$ cat src/design/kp_settings.svh
`ifndef KP_SETTINGS_SVH
`define KP_SETTINGS_SVH

// consecutive cycles with a row active before a press is accepted
`define KP_DEBOUNCE_LEN 15

// cycles each column stays driven while the rows are idle
`define KP_SCAN_DWELL 4

// key codes kept in the entry buffer
`define KP_ENTRY_DEPTH 4

`endif

$ cat src/design/kp_pkg.sv
`default_nettype none

`include "kp_settings.svh"

package kp_pkg;

    // alpha codes live in 16..31, so the top bit marks the bank
    typedef struct packed {
        logic       bank;
        logic [3:0] index;
    } key_split_t;

    // one 5-bit key code, read either whole or as bank plus index
    typedef union packed {
        logic [4:0] raw;
        key_split_t split;
    } key_code_t;

    // element 0 holds the newest key
    typedef key_code_t [`KP_ENTRY_DEPTH-1:0] entry_t;

    // special keys, both in the numeric half of the code space
    localparam logic [4:0] KEY_MODE  = 5'd10; // bank toggle
    localparam logic [4:0] KEY_CLEAR = 5'd11; // wipes the entry buffer

endpackage

`default_nettype wire

$ cat src/design/keypad_if.sv
`timescale 1ns/100ps
`default_nettype none

interface keypad_if;

    logic [3:0]        row;    // from the keypad pins
    logic [3:0]        column; // one-hot scan drive
    kp_pkg::key_code_t button; // decoded code of the active key
    logic              rising; // one-cycle press strobe
    logic              alpha;  // current bank, 1 = alpha

    modport scanner (
        input  row,
        output column
    );

    modport decoder (
        input  row,
        input  column,
        input  alpha,
        output button,
        output rising
    );

    // key entry owns the bank flag
    modport entry (
        input  button,
        input  rising,
        output alpha
    );

endinterface

`default_nettype wire

$ cat src/design/keypad_scanner.sv
`timescale 1ns/100ps
`default_nettype none

`include "kp_settings.svh"

module keypad_scanner (
    input logic       clk,
    input logic       rst,
    keypad_if.scanner kp
);

    localparam int CNT_W = (`KP_SCAN_DWELL > 1) ? $clog2(`KP_SCAN_DWELL) : 1;
    localparam logic [CNT_W-1:0] LAST = CNT_W'(`KP_SCAN_DWELL - 1);

    logic [CNT_W-1:0] dwell_cnt;
    logic             row_active;
    logic [3:0]       column_q;

    assign row_active = |kp.row;
    assign kp.column  = column_q;

    // dwell counter restarts whenever a key is seen so the next column
    // gets its full dwell after release
    always_ff @(posedge clk, posedge rst) begin
        if (rst) begin
            dwell_cnt <= '0;
        end else if (row_active) begin
            dwell_cnt <= '0;
        end else if (dwell_cnt == LAST) begin
            dwell_cnt <= '0;
        end else begin
            dwell_cnt <= dwell_cnt + 1'b1;
        end
    end

    always_ff @(posedge clk, posedge rst) begin
        if (rst) begin
            column_q <= 4'b1000;
        end else if (!row_active && dwell_cnt == LAST) begin
            column_q <= {column_q[0], column_q[3:1]}; // 1000 -> 0100 -> 0010 -> 0001
        end
    end

endmodule

`default_nettype wire

$ cat src/design/keypad_decoder.sv
`timescale 1ns/100ps
`default_nettype none

`include "kp_settings.svh"

module keypad_decoder (
    input logic       clk,
    input logic       rst,
    keypad_if.decoder kp
);

    localparam int DB_LEN = `KP_DEBOUNCE_LEN;

    logic              any_row;
    logic [DB_LEN-1:0] debounce;
    logic [DB_LEN:0]   db_next;
    logic              stable;
    logic              stable_d; // first edge stage
    logic              stable_q; // second edge stage
    kp_pkg::key_code_t code;

    assign any_row = |kp.row;

    // new sample enters at the top, oldest drops off bit 0
    assign db_next = {any_row, debounce};

    always_ff @(posedge clk, posedge rst) begin
        if (rst) begin
            debounce <= '0;
        end else begin
            debounce <= db_next[DB_LEN:1];
        end
    end

    assign stable = &debounce; // full run of active samples

    always_ff @(posedge clk, posedge rst) begin
        if (rst) begin
            stable_d <= 1'b0;
            stable_q <= 1'b0;
        end else begin
            stable_d <= stable;
            stable_q <= stable_d;
        end
    end

    // a held key keeps stable high, so only the first cycle pulses
    assign kp.rising = stable_d & ~stable_q;

    always_comb begin
        code.raw = 5'd0; // anything not one-hot
        if (kp.alpha) begin
            case (kp.column)
                4'b1000: begin
                    case (kp.row)
                        4'b1000: code.raw = 5'd16;
                        4'b0100: code.raw = 5'd20;
                        4'b0010: code.raw = 5'd24;
                        4'b0001: code.raw = kp_pkg::KEY_MODE; // mode key in both banks
                        default: ;
                    endcase
                end
                4'b0100: begin
                    case (kp.row)
                        4'b1000: code.raw = 5'd17;
                        4'b0100: code.raw = 5'd21;
                        4'b0010: code.raw = 5'd25;
                        4'b0001: code.raw = 5'd29;
                        default: ;
                    endcase
                end
                4'b0010: begin
                    case (kp.row)
                        4'b1000: code.raw = 5'd18;
                        4'b0100: code.raw = 5'd22;
                        4'b0010: code.raw = 5'd26;
                        4'b0001: code.raw = 5'd30;
                        default: ;
                    endcase
                end
                4'b0001: begin
                    case (kp.row)
                        4'b1000: code.raw = 5'd19;
                        4'b0100: code.raw = 5'd23;
                        4'b0010: code.raw = 5'd27;
                        4'b0001: code.raw = 5'd31;
                        default: ;
                    endcase
                end
                default: ;
            endcase
        end else begin
            case (kp.column)
                4'b1000: begin
                    case (kp.row)
                        4'b1000: code.raw = 5'd7;
                        4'b0100: code.raw = 5'd4;
                        4'b0010: code.raw = 5'd1;
                        4'b0001: code.raw = kp_pkg::KEY_MODE;
                        default: ;
                    endcase
                end
                4'b0100: begin
                    case (kp.row)
                        4'b1000: code.raw = 5'd8;
                        4'b0100: code.raw = 5'd5;
                        4'b0010: code.raw = 5'd2;
                        4'b0001: code.raw = 5'd0;
                        default: ;
                    endcase
                end
                4'b0010: begin
                    case (kp.row)
                        4'b1000: code.raw = 5'd9;
                        4'b0100: code.raw = 5'd6;
                        4'b0010: code.raw = 5'd3;
                        4'b0001: code.raw = kp_pkg::KEY_CLEAR;
                        default: ;
                    endcase
                end
                4'b0001: begin
                    // right-hand column holds the extra keys 12..15
                    case (kp.row)
                        4'b1000: code.raw = 5'd12;
                        4'b0100: code.raw = 5'd13;
                        4'b0010: code.raw = 5'd14;
                        4'b0001: code.raw = 5'd15;
                        default: ;
                    endcase
                end
                default: ;
            endcase
        end
    end

    assign kp.button = code;

endmodule

`default_nettype wire

$ cat src/design/key_entry.sv
`timescale 1ns/100ps
`default_nettype none

`include "kp_settings.svh"

module key_entry (
    input  logic              clk,
    input  logic              rst,
    keypad_if.entry           kp,
    output logic              key_valid,
    output kp_pkg::key_code_t key_code,
    output kp_pkg::entry_t    entry
);

    logic is_mode;
    logic is_clear;
    logic alpha_q;

    // special keys sit in the numeric half, so bank must be clear
    assign is_mode  = !kp.button.split.bank &&
                      (kp.button.split.index == kp_pkg::KEY_MODE[3:0]);
    assign is_clear = !kp.button.split.bank &&
                      (kp.button.split.index == kp_pkg::KEY_CLEAR[3:0]);

    assign kp.alpha = alpha_q;

    always_ff @(posedge clk, posedge rst) begin
        if (rst) begin
            alpha_q   <= 1'b0;
            key_valid <= 1'b0;
            key_code  <= '0;
            entry     <= '0;
        end else begin
            key_valid <= 1'b0;
            if (kp.rising) begin
                if (is_mode) begin
                    alpha_q <= ~alpha_q;
                end else if (is_clear) begin
                    entry <= '0;
                end else begin
                    // older keys move up, the oldest falls out
                    for (int i = `KP_ENTRY_DEPTH - 1; i > 0; i--) begin
                        entry[i] <= entry[i-1];
                    end
                    entry[0]  <= kp.button;
                    key_code  <= kp.button;
                    key_valid <= 1'b1;
                end
            end
        end
    end

endmodule

`default_nettype wire

$ cat src/design/keypad_entry.sv
`timescale 1ns/100ps
`default_nettype none

`include "kp_settings.svh"

module keypad_entry (
    input  logic                         clk,
    input  logic                         rst,
    input  logic [3:0]                   row,
    output logic [3:0]                   column,
    output logic                         key_valid,
    output logic [4:0]                   key_code,
    output logic                         alpha,
    output logic [`KP_ENTRY_DEPTH*5-1:0] entry
);

    kp_pkg::key_code_t key_code_w;
    kp_pkg::entry_t    entry_w;

    keypad_if kp ();

    assign kp.row = row;
    assign column = kp.column;
    assign alpha  = kp.alpha;

    keypad_scanner u_scanner (
        .clk (clk),
        .rst (rst),
        .kp  (kp.scanner)
    );

    keypad_decoder u_decoder (
        .clk (clk),
        .rst (rst),
        .kp  (kp.decoder)
    );

    key_entry u_entry (
        .clk       (clk),
        .rst       (rst),
        .kp        (kp.entry),
        .key_valid (key_valid),
        .key_code  (key_code_w),
        .entry     (entry_w)
    );

    assign key_code = key_code_w.raw;
    assign entry    = entry_w; // flattened, element 0 in the low bits

endmodule

`default_nettype wire

$ cat config.mk
export PLATFORM = sky130hd
export DESIGN_NAME = keypad_entry
export DESIGN_NICKNAME = d
export VERILOG_FILES = /design/src/design/kp_pkg.sv /design/src/design/keypad_if.sv /design/src/design/keypad_scanner.sv /design/src/design/keypad_decoder.sv /design/src/design/key_entry.sv /design/src/design/keypad_entry.sv
export VERILOG_INCLUDE_DIRS = /design/src /design/src/design
export SDC_FILE = /design/constraint.sdc
export NUM_CORES = 1
export LEC_CHECK = 0
export ABC_AREA = 0
export BUFFER_PORTS_ARGS = -buffer_cell sky130_fd_sc_hd__clkbuf_2
export CAP_MARGIN = 10
export CORE_ASPECT_RATIO = 1.5
export CORE_MARGIN = 2
export CORE_UTILIZATION = 33
export CTS_CLUSTER_DIAMETER = 50
export CTS_CLUSTER_SIZE = 8
export DETAILED_ROUTE_END_ITERATION = 10
export GPL_ROUTABILITY_DRIVEN = 1
export PLACE_DENSITY = 0.59
export SKIP_CTS_REPAIR_TIMING = 1
export SLEW_MARGIN = 25
export SYNTH_ARGS = -nofsm -noshare
export SYNTH_HDL_FRONTEND = slang
export SYNTH_SLANG_ARGS = --single-unit
$ cat constraint.sdc
create_clock -name clk -period 2.6 [get_ports clk]
set_clock_uncertainty 0.2 [all_clocks]
set_input_delay 0.52 -clock clk [delete_from_list [all_inputs] [get_ports clk]]
set_output_delay 0.52 -clock clk [all_outputs]
set_load 0.02 [all_outputs]
# --- Word-level counts from Yosys, hierarchy flattened ---
# Cells that the tools add are included.
totals:
  ff_bits: 50
  inputBits: 6
  output_inout_bits: 31
  elab_cells: 56
classes:
  add_sub_neg: 1
  eq_ne: 11
  muxes: 17
  bitwise: 5
  reduce_logical: 10
ops:
  columns: ["cell", "count"]
  rows:
  - ["5-bit one-hot mux with 4 select lines", 6]
  - ["4-bit one-hot mux with 4 select lines", 3]
  - ["20-bit 2-to-1 mux", 1]
  - ["4-bit equality test (second input constant)", 4]
  - ["15-bit AND reduction", 1]
  - ["4-bit one-hot mux with 3 select lines", 1]
  - ["4-bit by 1-bit equality test with 1-bit output (second input constant)", 2]
  - ["4-bit by 2-bit equality test with 1-bit output (second input constant)", 2]
  - ["4-bit by 3-bit equality test with 1-bit output (second input constant)", 2]
  - ["5-bit 2-to-1 mux", 1]
  - ["2-bit 2-to-1 mux", 2]
  - ["1-bit inverter", 4]
  - ["2-bit AND reduction", 2]
  - ["4-bit OR reduction", 1]
  - ["1-bit logical AND", 3]
  - ["1-bit 2-to-1 mux", 3]
  - ["3-bit AND reduction", 1]
  - ["2-bit by 1-bit adder with 2-bit output (second input constant)", 1]
  - ["2-bit equality test (second input constant)", 1]
  - ["1-bit zero test", 2]
  - ["1-bit bitwise AND", 1]

# --- Logic depth before layout (Yosys ltp) ---
# Gate-level depths: netlist of run 1.
logic_depth:
  ltp_word: 9
  ltp_mapped: 10
  depth_no_buf: 7

# --- Hierarchy ---
# From an unflattened synthesis of run 1, not the netlist that was laid out.
unflattened:
  hier_cells: 178
  hier_area_um2: 2220.9
modules_own_cells:
  columns: ["module", "n_inst", "cells_each", "area_per_inst_um2", "seq_area_each_um2"]
  rows:
  - ["key_entry", 1, 63, 994.7, 675.6]
  - ["keypad_decoder", 1, 99, 979.7, 425.4]
  - ["keypad_scanner", 1, 16, 246.5, 151.4]

# --- Worst setup path after synthesis of run 1 ---
# No wires, ideal clock.
synth_timing:
  kind: "input -> register"
  start: "input row[0]"
  end: "register u_entry.entry[14] (netlist bit)"
  setup_ps: 121
  arrival_ps: 2592
  required_ps: 2279
  slack_ps: -313
  cell_stages: 9
  path_buffers: 2
  path_cell_list: "buf_6 or4b_4 or3_1 a31oi_2 o221ai_2 o31ai_4 inv_2 buf_6 a22o_1"
synth_between:
  elab_chain_cells: 8
  elab_cells_between_ends: 23
  cone_classes: "eq/ne: 6; mux: 12; bitwise: 1; reduce/logical: 4"
synth_rtl:
  columns: ["item", "line_no", "source"]
  rows:
  - ["start, declared", "keypad_entry.sv:9", "input logic [3:0] row,"]
  - ["4-bit by 1-bit equality test with 1-bit output, or another cell as far along", null, null]
  - ["4-bit one-hot mux with 4 select lines, or another cell as far along", "keypad_decoder.sv:123", "case (kp.row)"]
  - ["5-bit one-hot mux with 4 select lines (on tied branches)", "keypad_decoder.sv:93, keypad_decoder.sv:53", null]
  - ["5-bit 2-to-1 mux *", "keypad_decoder.sv:52", "if (kp.alpha) begin"]
  - ["4-bit equality test or 1-bit zero test (tied branches)", "key_entry.sv:21, key_entry.sv:20, key_entry.sv:22", null]
  - ["1-bit logical AND", "key_entry.sv:20", "assign is_mode = !kp.button.split.bank &&"]
  - ["1-bit inverter (no line)", null, null]
  - ["2-bit AND reduction (no line)", null, null]
  - ["end signal, assigned by index", "key_entry.sv:43", "entry[i] <= entry[i-1];"]
  - ["end, declared", "key_entry.sv:12", "output kp_pkg::entry_t entry"]
# Mark *: on every way between the ends. The rest lies on a longest branch, timed or not.
# A chain may end at the register's enable or synchronous reset.

# --- Worst setup path after layout of run 1 ---
layout_timing:
  start: "input row[3]"
  end: "register u_entry.entry[17] (netlist bit)"
# The elaborated chain is that of the path after synthesis.

==> out/results.ini, run 1 <==
[pwr]
vdd_ir_drop_max_mv=0.2376
power_leakage_nw=1.350
p_total_mw=1.395
power.density_nw_per_um2=484.4

[critical_path]
cpMaxStageDelayCell=or4b_4
r2r-end=u_entry.entry[17]
critical_path_cell_count=9
critPathLaunchType=input pin
worstSetupEndpointType=register
crit_path_end=u_entry.entry[17]
required_ns=2.58
arrival_ns=2.54
worstPathMaxFanout=17
timing.critical_path.max_delay_family=simple AND/OR/NAND/NOR gates
cp_class=input pin to register
cp_cell_sequence=clkbuf_2, or4b_4, or3_4, a31oi_4, o221ai_2, o31ai_4, inv_2, buf_12, a22o_1
critical_path.n_buffers_inverters=3
startpoint_of_the_worst_slack_reg_to_reg_timing_path=u_scanner.kp.column[3]
ff2ff_path_depth=9
cp_slowest_stage_delay_ns=0.56
ff2ff_setup_slack_ns=0.05
critical_path.startpoint=row[3]

[routing]
drt-wirelength-per-cell_um=15.13
via_count=1741
antenna_left=0
drc=0
initialDrtViolationCount=74
drt_via_density=5.228
drt_pre_antenna_iters=4
wl_um=5039

[placement]
numPortBuffers=36
routability_congestion_estimate=0.8807
place_hpwl_um=3694

[global_route]
grt_max_degree=51
grt_pass1_vias=1745
groute.usage.overall_pct=13.92
global_route_wire_length_before_repair_um=8542
initial_antenna_violation_count=0
grt-ovfl-total=0

[timing]
rsz0062_at_grt=yes
period_needed_ns=2.557
finalHoldViolCount=0
timing_max_transition_violations_final=0
period_share_pct=98.36
max_slew_margin_pct=60.49
finalSetupViolations=0
timing.fmax_ghz=0.3910
final.hold.worst_slack_ns=0.1561
least_margin_pin_slew_ns=0.5926

[cells_and_area]
multi_input_gate_area_in_the_final_layout_um2=985.9
insertedDiodeCount=0
drive_gt1_share_pct=38.43
fillers=657
final_net_count=261
area_taken_by_flip_flops_and_latches_um2=1252
syn2layout_area_growth_pct=27.04
most_common_cell_after_layout_fill_and_taps_aside=dfrtp_1
final_cell_mix=dfrtp_1 (49), clkbuf_2 (36), buf_4 (25)

[die]
die_h_um=105.5
core-area_um2=6759
placement_rows=37
initial_core_util_pct=33.54
count_of_boundary_i_o_pins=37
floorplan.die_area_um2=7563
floorplan.die.width_um=71.68

[synthesis]
yosys_register_bits=50
yosys_warnings=0
synth_fp_nets=204
edff_count_synth=0
syn-instance-count=197
postSynth.topFlopCell=dfrtp_1
syn_avg_cell_area_um2=11.51
synth_seq_area_share_pct=55.24
post_synth_num_cell_types=55
asyncSetResetFlopFracSynth_pct=100.0
synth_area_um2=2267

[min_path]
hold_path.class=input pin to asynchronous set/reset pin

[run_status]
status=finished, final reports clean

[clocking]
clkTransAtPathRegs_ns=0.09
numCtsBuffers=5
cts_max_path_buffers=2
cts.root.buffer_cell=clkbuf_8
cts.htree.levels=2
insertion_delay_to_the_later_sink_of_the_worst_skew_pair_ns=0.29
cts_tree=yes
cts.sinks=50

[run]
max_cap_viol_count=0

## per-layer routing
layer	part of all wire, %	track usage [%]	up-vias
met5	0	0	-
met4	2.2	4.852	0
met3	2.1	1.243	8
met2	53	24.07	30
met1	43	17.93	857
li1	-	-	846
## tightest hold or removal path, stage by stage
cell	delay, ns
clkbuf_2	0.09
inv_2	0.03
buf_4	0.48
## cells in the mapped netlist, types with 2 or more instances
cell type	number	area share, %
clkbuf_1	8	1.3
a21o_1	4	1.3
buf_1	3	0.50
or4b_2	2	0.88
a32o_1	2	0.88
nor4b_1	2	0.77
xor2_1	5	1.9
a31oi_1	2	0.55
xnor2_1	5	1.9
o21a_1	3	0.99
nand4_1	3	0.83
nor2_1	8	1.3
nor3_1	2	0.44
and3_1	2	0.55
dfrtp_1	49	54
a22o_1	15	5.8
or2_2	2	0.55
nand3b_1	2	0.66
mux2_2	3	1.5
inv_1	6	0.99
nor2b_1	2	0.55
nand2_1	11	1.8
o22ai_1	2	0.55
nand3_1	5	1.1
nor4_1	4	1.1
a21oi_1	2	0.44
nand4bb_1	2	0.99
o21ai_0	12	2.6
buf_6	2	0.99
nor3b_1	2	0.66
## area by class of cell
cell class	instances	area share, %
clock buffer	6	2.867
clock inverter	2	0.4344
inverter	7	0.9123
multi-input combinational	126	34.23
sequential	50	43.48
tap	78	3.388
timing repair buffer	64	14.68
## logic make-up after synthesis
family                   share of synthesized area [%]
AO/OA/AOI/OAI                                    19.76
AND/OR/NAND/NOR                                  14.46
flip-flops                                       55.24
buffers and inverters                            4.194
XOR/XNOR                                         3.863
multiplexers                                     1.931
adder cells (fa/ha/maj)                         0.5518
## worst min-delay path by stage
stage,end
2_1_floorplan,u_decoder.stable_q
3_3_place_gp,u_decoder.stable_q
3_5_place_dp,u_decoder.debounce[3]
4_1_cts,u_decoder.debounce[9]
5_1_grt,u_decoder.stable_q
6_report,u_decoder.debounce[4]
## metrics by stage
stage	setup WS (ns)	setup TNS, ns	cell area, µm²	instances	utilization (%)
global route	-0.04008	-0.2853	2880	333	42.61
CTS	-0.08214	-0.9700	2804	332	41.48
detailed placement	-0.2597	-4.577	2709	324	40.08
global placement	-0.2249	-4.208	2709	324	40.08
floorplan	-0.1408	-1.426	2280	197	-
finish	0.04253	0	2880	333	42.61
## power by group
group	switching [mW]	leakage, nW	internal (mW)
combinational	0.0871	0.685	0.0588
sequential	0.00590	0.618	0.790
clock	0.239	0.0472	0.214
total	0.332	1.35	1.06
## sequential cells by signal, summed over array words and instances (netlist names)
signal,cells
u_entry.entry,20
u_decoder.debounce,15
u_entry.key_code,5
u_scanner.kp.column,4
u_scanner.dwell_cnt,2
u_decoder.stable_d,1
u_decoder.stable_q,1
u_entry.key_valid,1
u_entry.kp.alpha,1
Power figures use the tool's default switching activity.
==> run 2, diff against run 1 <==
CTS_BUF_LIST = sky130_fd_sc_hd__clkbuf_8   (was unset)
SETUP_SLACK_MARGIN = 0.1   (was unset)
==> out/results.ini, run 2 (synthesis results as in run 1) <==
[die]
placement_rows=37  ; unchanged
initial_core_util_pct=33.54  ; unchanged
core-area_um2=6759  ; unchanged
die_h_um=105.5  ; unchanged
floorplan.die.width_um=71.68  ; unchanged
floorplan.die_area_um2=7563  ; unchanged
count_of_boundary_i_o_pins=37  ; unchanged

[global_route]
grt-ovfl-total=0  ; unchanged
grt_max_degree=51  ; unchanged
groute.usage.overall_pct=13.92  ; unchanged
initial_antenna_violation_count=0  ; unchanged
global_route_wire_length_before_repair_um=8542  ; unchanged
grt_pass1_vias=1745  ; unchanged

[placement]
place_hpwl_um=3694  ; unchanged
numPortBuffers=36  ; unchanged
detailedPlace.worstSlack_ns=-0.2597  ; unchanged
post_dp_cell_area_um2=2709  ; unchanged
routability_congestion_estimate=0.8807  ; unchanged

[timing]
period_share_pct=98.37  ; about the same
fin_ws_ns=0.04249  ; -0.00003310 ns
finalSetupTns_ns=0  ; unchanged
least_margin_pin_slew_ns=0.5926  ; +0.00001222 ns
timing.fmax_ghz=0.3910  ; about the same
period_needed_ns=2.558  ; +0.00003310 ns
max_slew_margin_pct=60.49  ; about the same
timing_max_transition_violations_final=0  ; unchanged
rsz0062_at_grt=yes
finalHoldViolCount=0  ; unchanged
finalSetupViolations=0  ; unchanged

[pwr]
vdd_ir_drop_max_mv=0.2378  ; about the same
power.density_nw_per_um2=484.5  ; about the same
power_leakage_nw=1.350  ; unchanged

[clocking]
cts.root.buffer_cell=clkbuf_8
insertion_delay_to_the_later_sink_of_the_worst_skew_pair_ns=0.29  ; about the same
numCtsBuffers=5  ; unchanged
cts.sinks=50  ; unchanged
cts_tree=yes
clkTransAtPathRegs_ns=0.09  ; about the same
cts_max_path_buffers=2  ; unchanged
cts.htree.levels=2  ; unchanged

[routing]
antenna_left=0  ; unchanged
wl_um=5029  ; -0.20%
drt-wirelength-per-cell_um=15.10  ; -0.20%
via_count=1740  ; -0.057%
initialDrtViolationCount=71  ; -4.1%
drt_via_density=5.225  ; about the same
drt_pre_antenna_iters=4  ; unchanged
drc=0  ; unchanged

[critical_path]
arrival_ns=2.54  ; about the same
cp_cell_sequence=clkbuf_2, or4b_4, or3_4, a31oi_4, o221ai_2, o31ai_4, inv_2, buf_12, a22o_1
ff2ff_path_depth=7  ; -2
cpMaxStageDelayCell=or4b_4
cp_class=input pin to register
ff2ff_setup_slack_ns=0.07  ; +0.02 ns
cp_slowest_stage_delay_ns=0.56  ; about the same
worstPathMaxFanout=17  ; unchanged
required_ns=2.58  ; about the same
worstSetupEndpointType=register
critPathLaunchType=input pin
startpoint_of_the_worst_slack_reg_to_reg_timing_path=u_scanner.kp.column[3]
r2r-end=u_entry.entry[17]

[run]
max_cap_viol_count=0  ; unchanged

[cells_and_area]
syn2layout_area_growth_pct=27.04  ; unchanged
largest-register=u_entry.entry
fillers=657  ; unchanged
final_net_count=261  ; unchanged
drive_gt1_share_pct=38.43  ; unchanged
final_core_util_pct=42.61  ; unchanged
number_of_flip_flops_under_the_largest_register_name=20  ; unchanged
final_cell_mix=dfrtp_1 (49), clkbuf_2 (36), buf_4 (25)
reg.largest.list=u_entry.entry (20), u_decoder.debounce (15), u_entry.key_code (5)
layout.cell_area.non_filler_um2=2880  ; unchanged
insertedDiodeCount=0  ; unchanged
most_common_cell_after_layout_fill_and_taps_aside=dfrtp_1

[run_status]
status=finished, final reports clean

[min_path]
hold_path.class=input pin to asynchronous set/reset pin

## run 2: cell counts in the layout (fill, tap and decap cells not counted)
No cell type changed its count.
## run 2: final cells by class
cell class                      instances  area, µm²  area share [%]
Tap cell                               78      97.59           3.388
Timing Repair Buffer                   64      422.9           14.68
Inverter                                7      26.28          0.9123
Clock inverter                          2      12.51          0.4344
Sequential cell                        50       1252           43.48
Clock buffer                            6      82.58           2.867
Multi-Input combinational cell        126      985.9           34.23
## run 2: metrics by stage
stage / instances / total power [mW] / hold WS [ns]
floorplan: 197 / 0.8980 / 0.1465
global route: 333 / 1.459 / 0.1899
global placement: 324 / 0.9571 / 0.1561
detailed placement: 324 / 0.9596 / 0.1610
CTS: 332 / 1.418 / 0.1719
finish: 333 / 1.395 / 0.1559
## run 2: critical path: cells and delay by family
family                 cells  cell delay [ns]
and+or+nand+nor            2             0.92
buffers and inverters      3             0.33
AOI/OAI and AO/OA          4             0.76
## run 2: metal layers
metal	global-route usage, %	vias to the layer above	routed length (µm)
met5	0	-	0
met4	4.852	0	113
met3	1.243	8	107
met2	24.07	30	2649
met1	17.93	857	2158
li1	-	845	-
## run 2: report_power, final
group	switching (mW)	leakage (nW)	internal (mW)
Clock	0.239	0.0472	0.214
Combinational	0.0870	0.685	0.0588
Sequential	0.00589	0.618	0.790
Total	0.332	1.35	1.06
## run 2: how the worst max path moves through the flow
stage,startpoint,to,cells after the start
after floorplan,row[0],u_entry.entry[14],9
after global placement,row[3],u_entry.entry[17],9
after detailed placement,row[3],u_entry.entry[17],9
after CTS,u_scanner.kp.column[3],u_entry.entry[17],7
after global routing,row[3],u_entry.entry[18],9
final,row[3],u_entry.entry[17],9
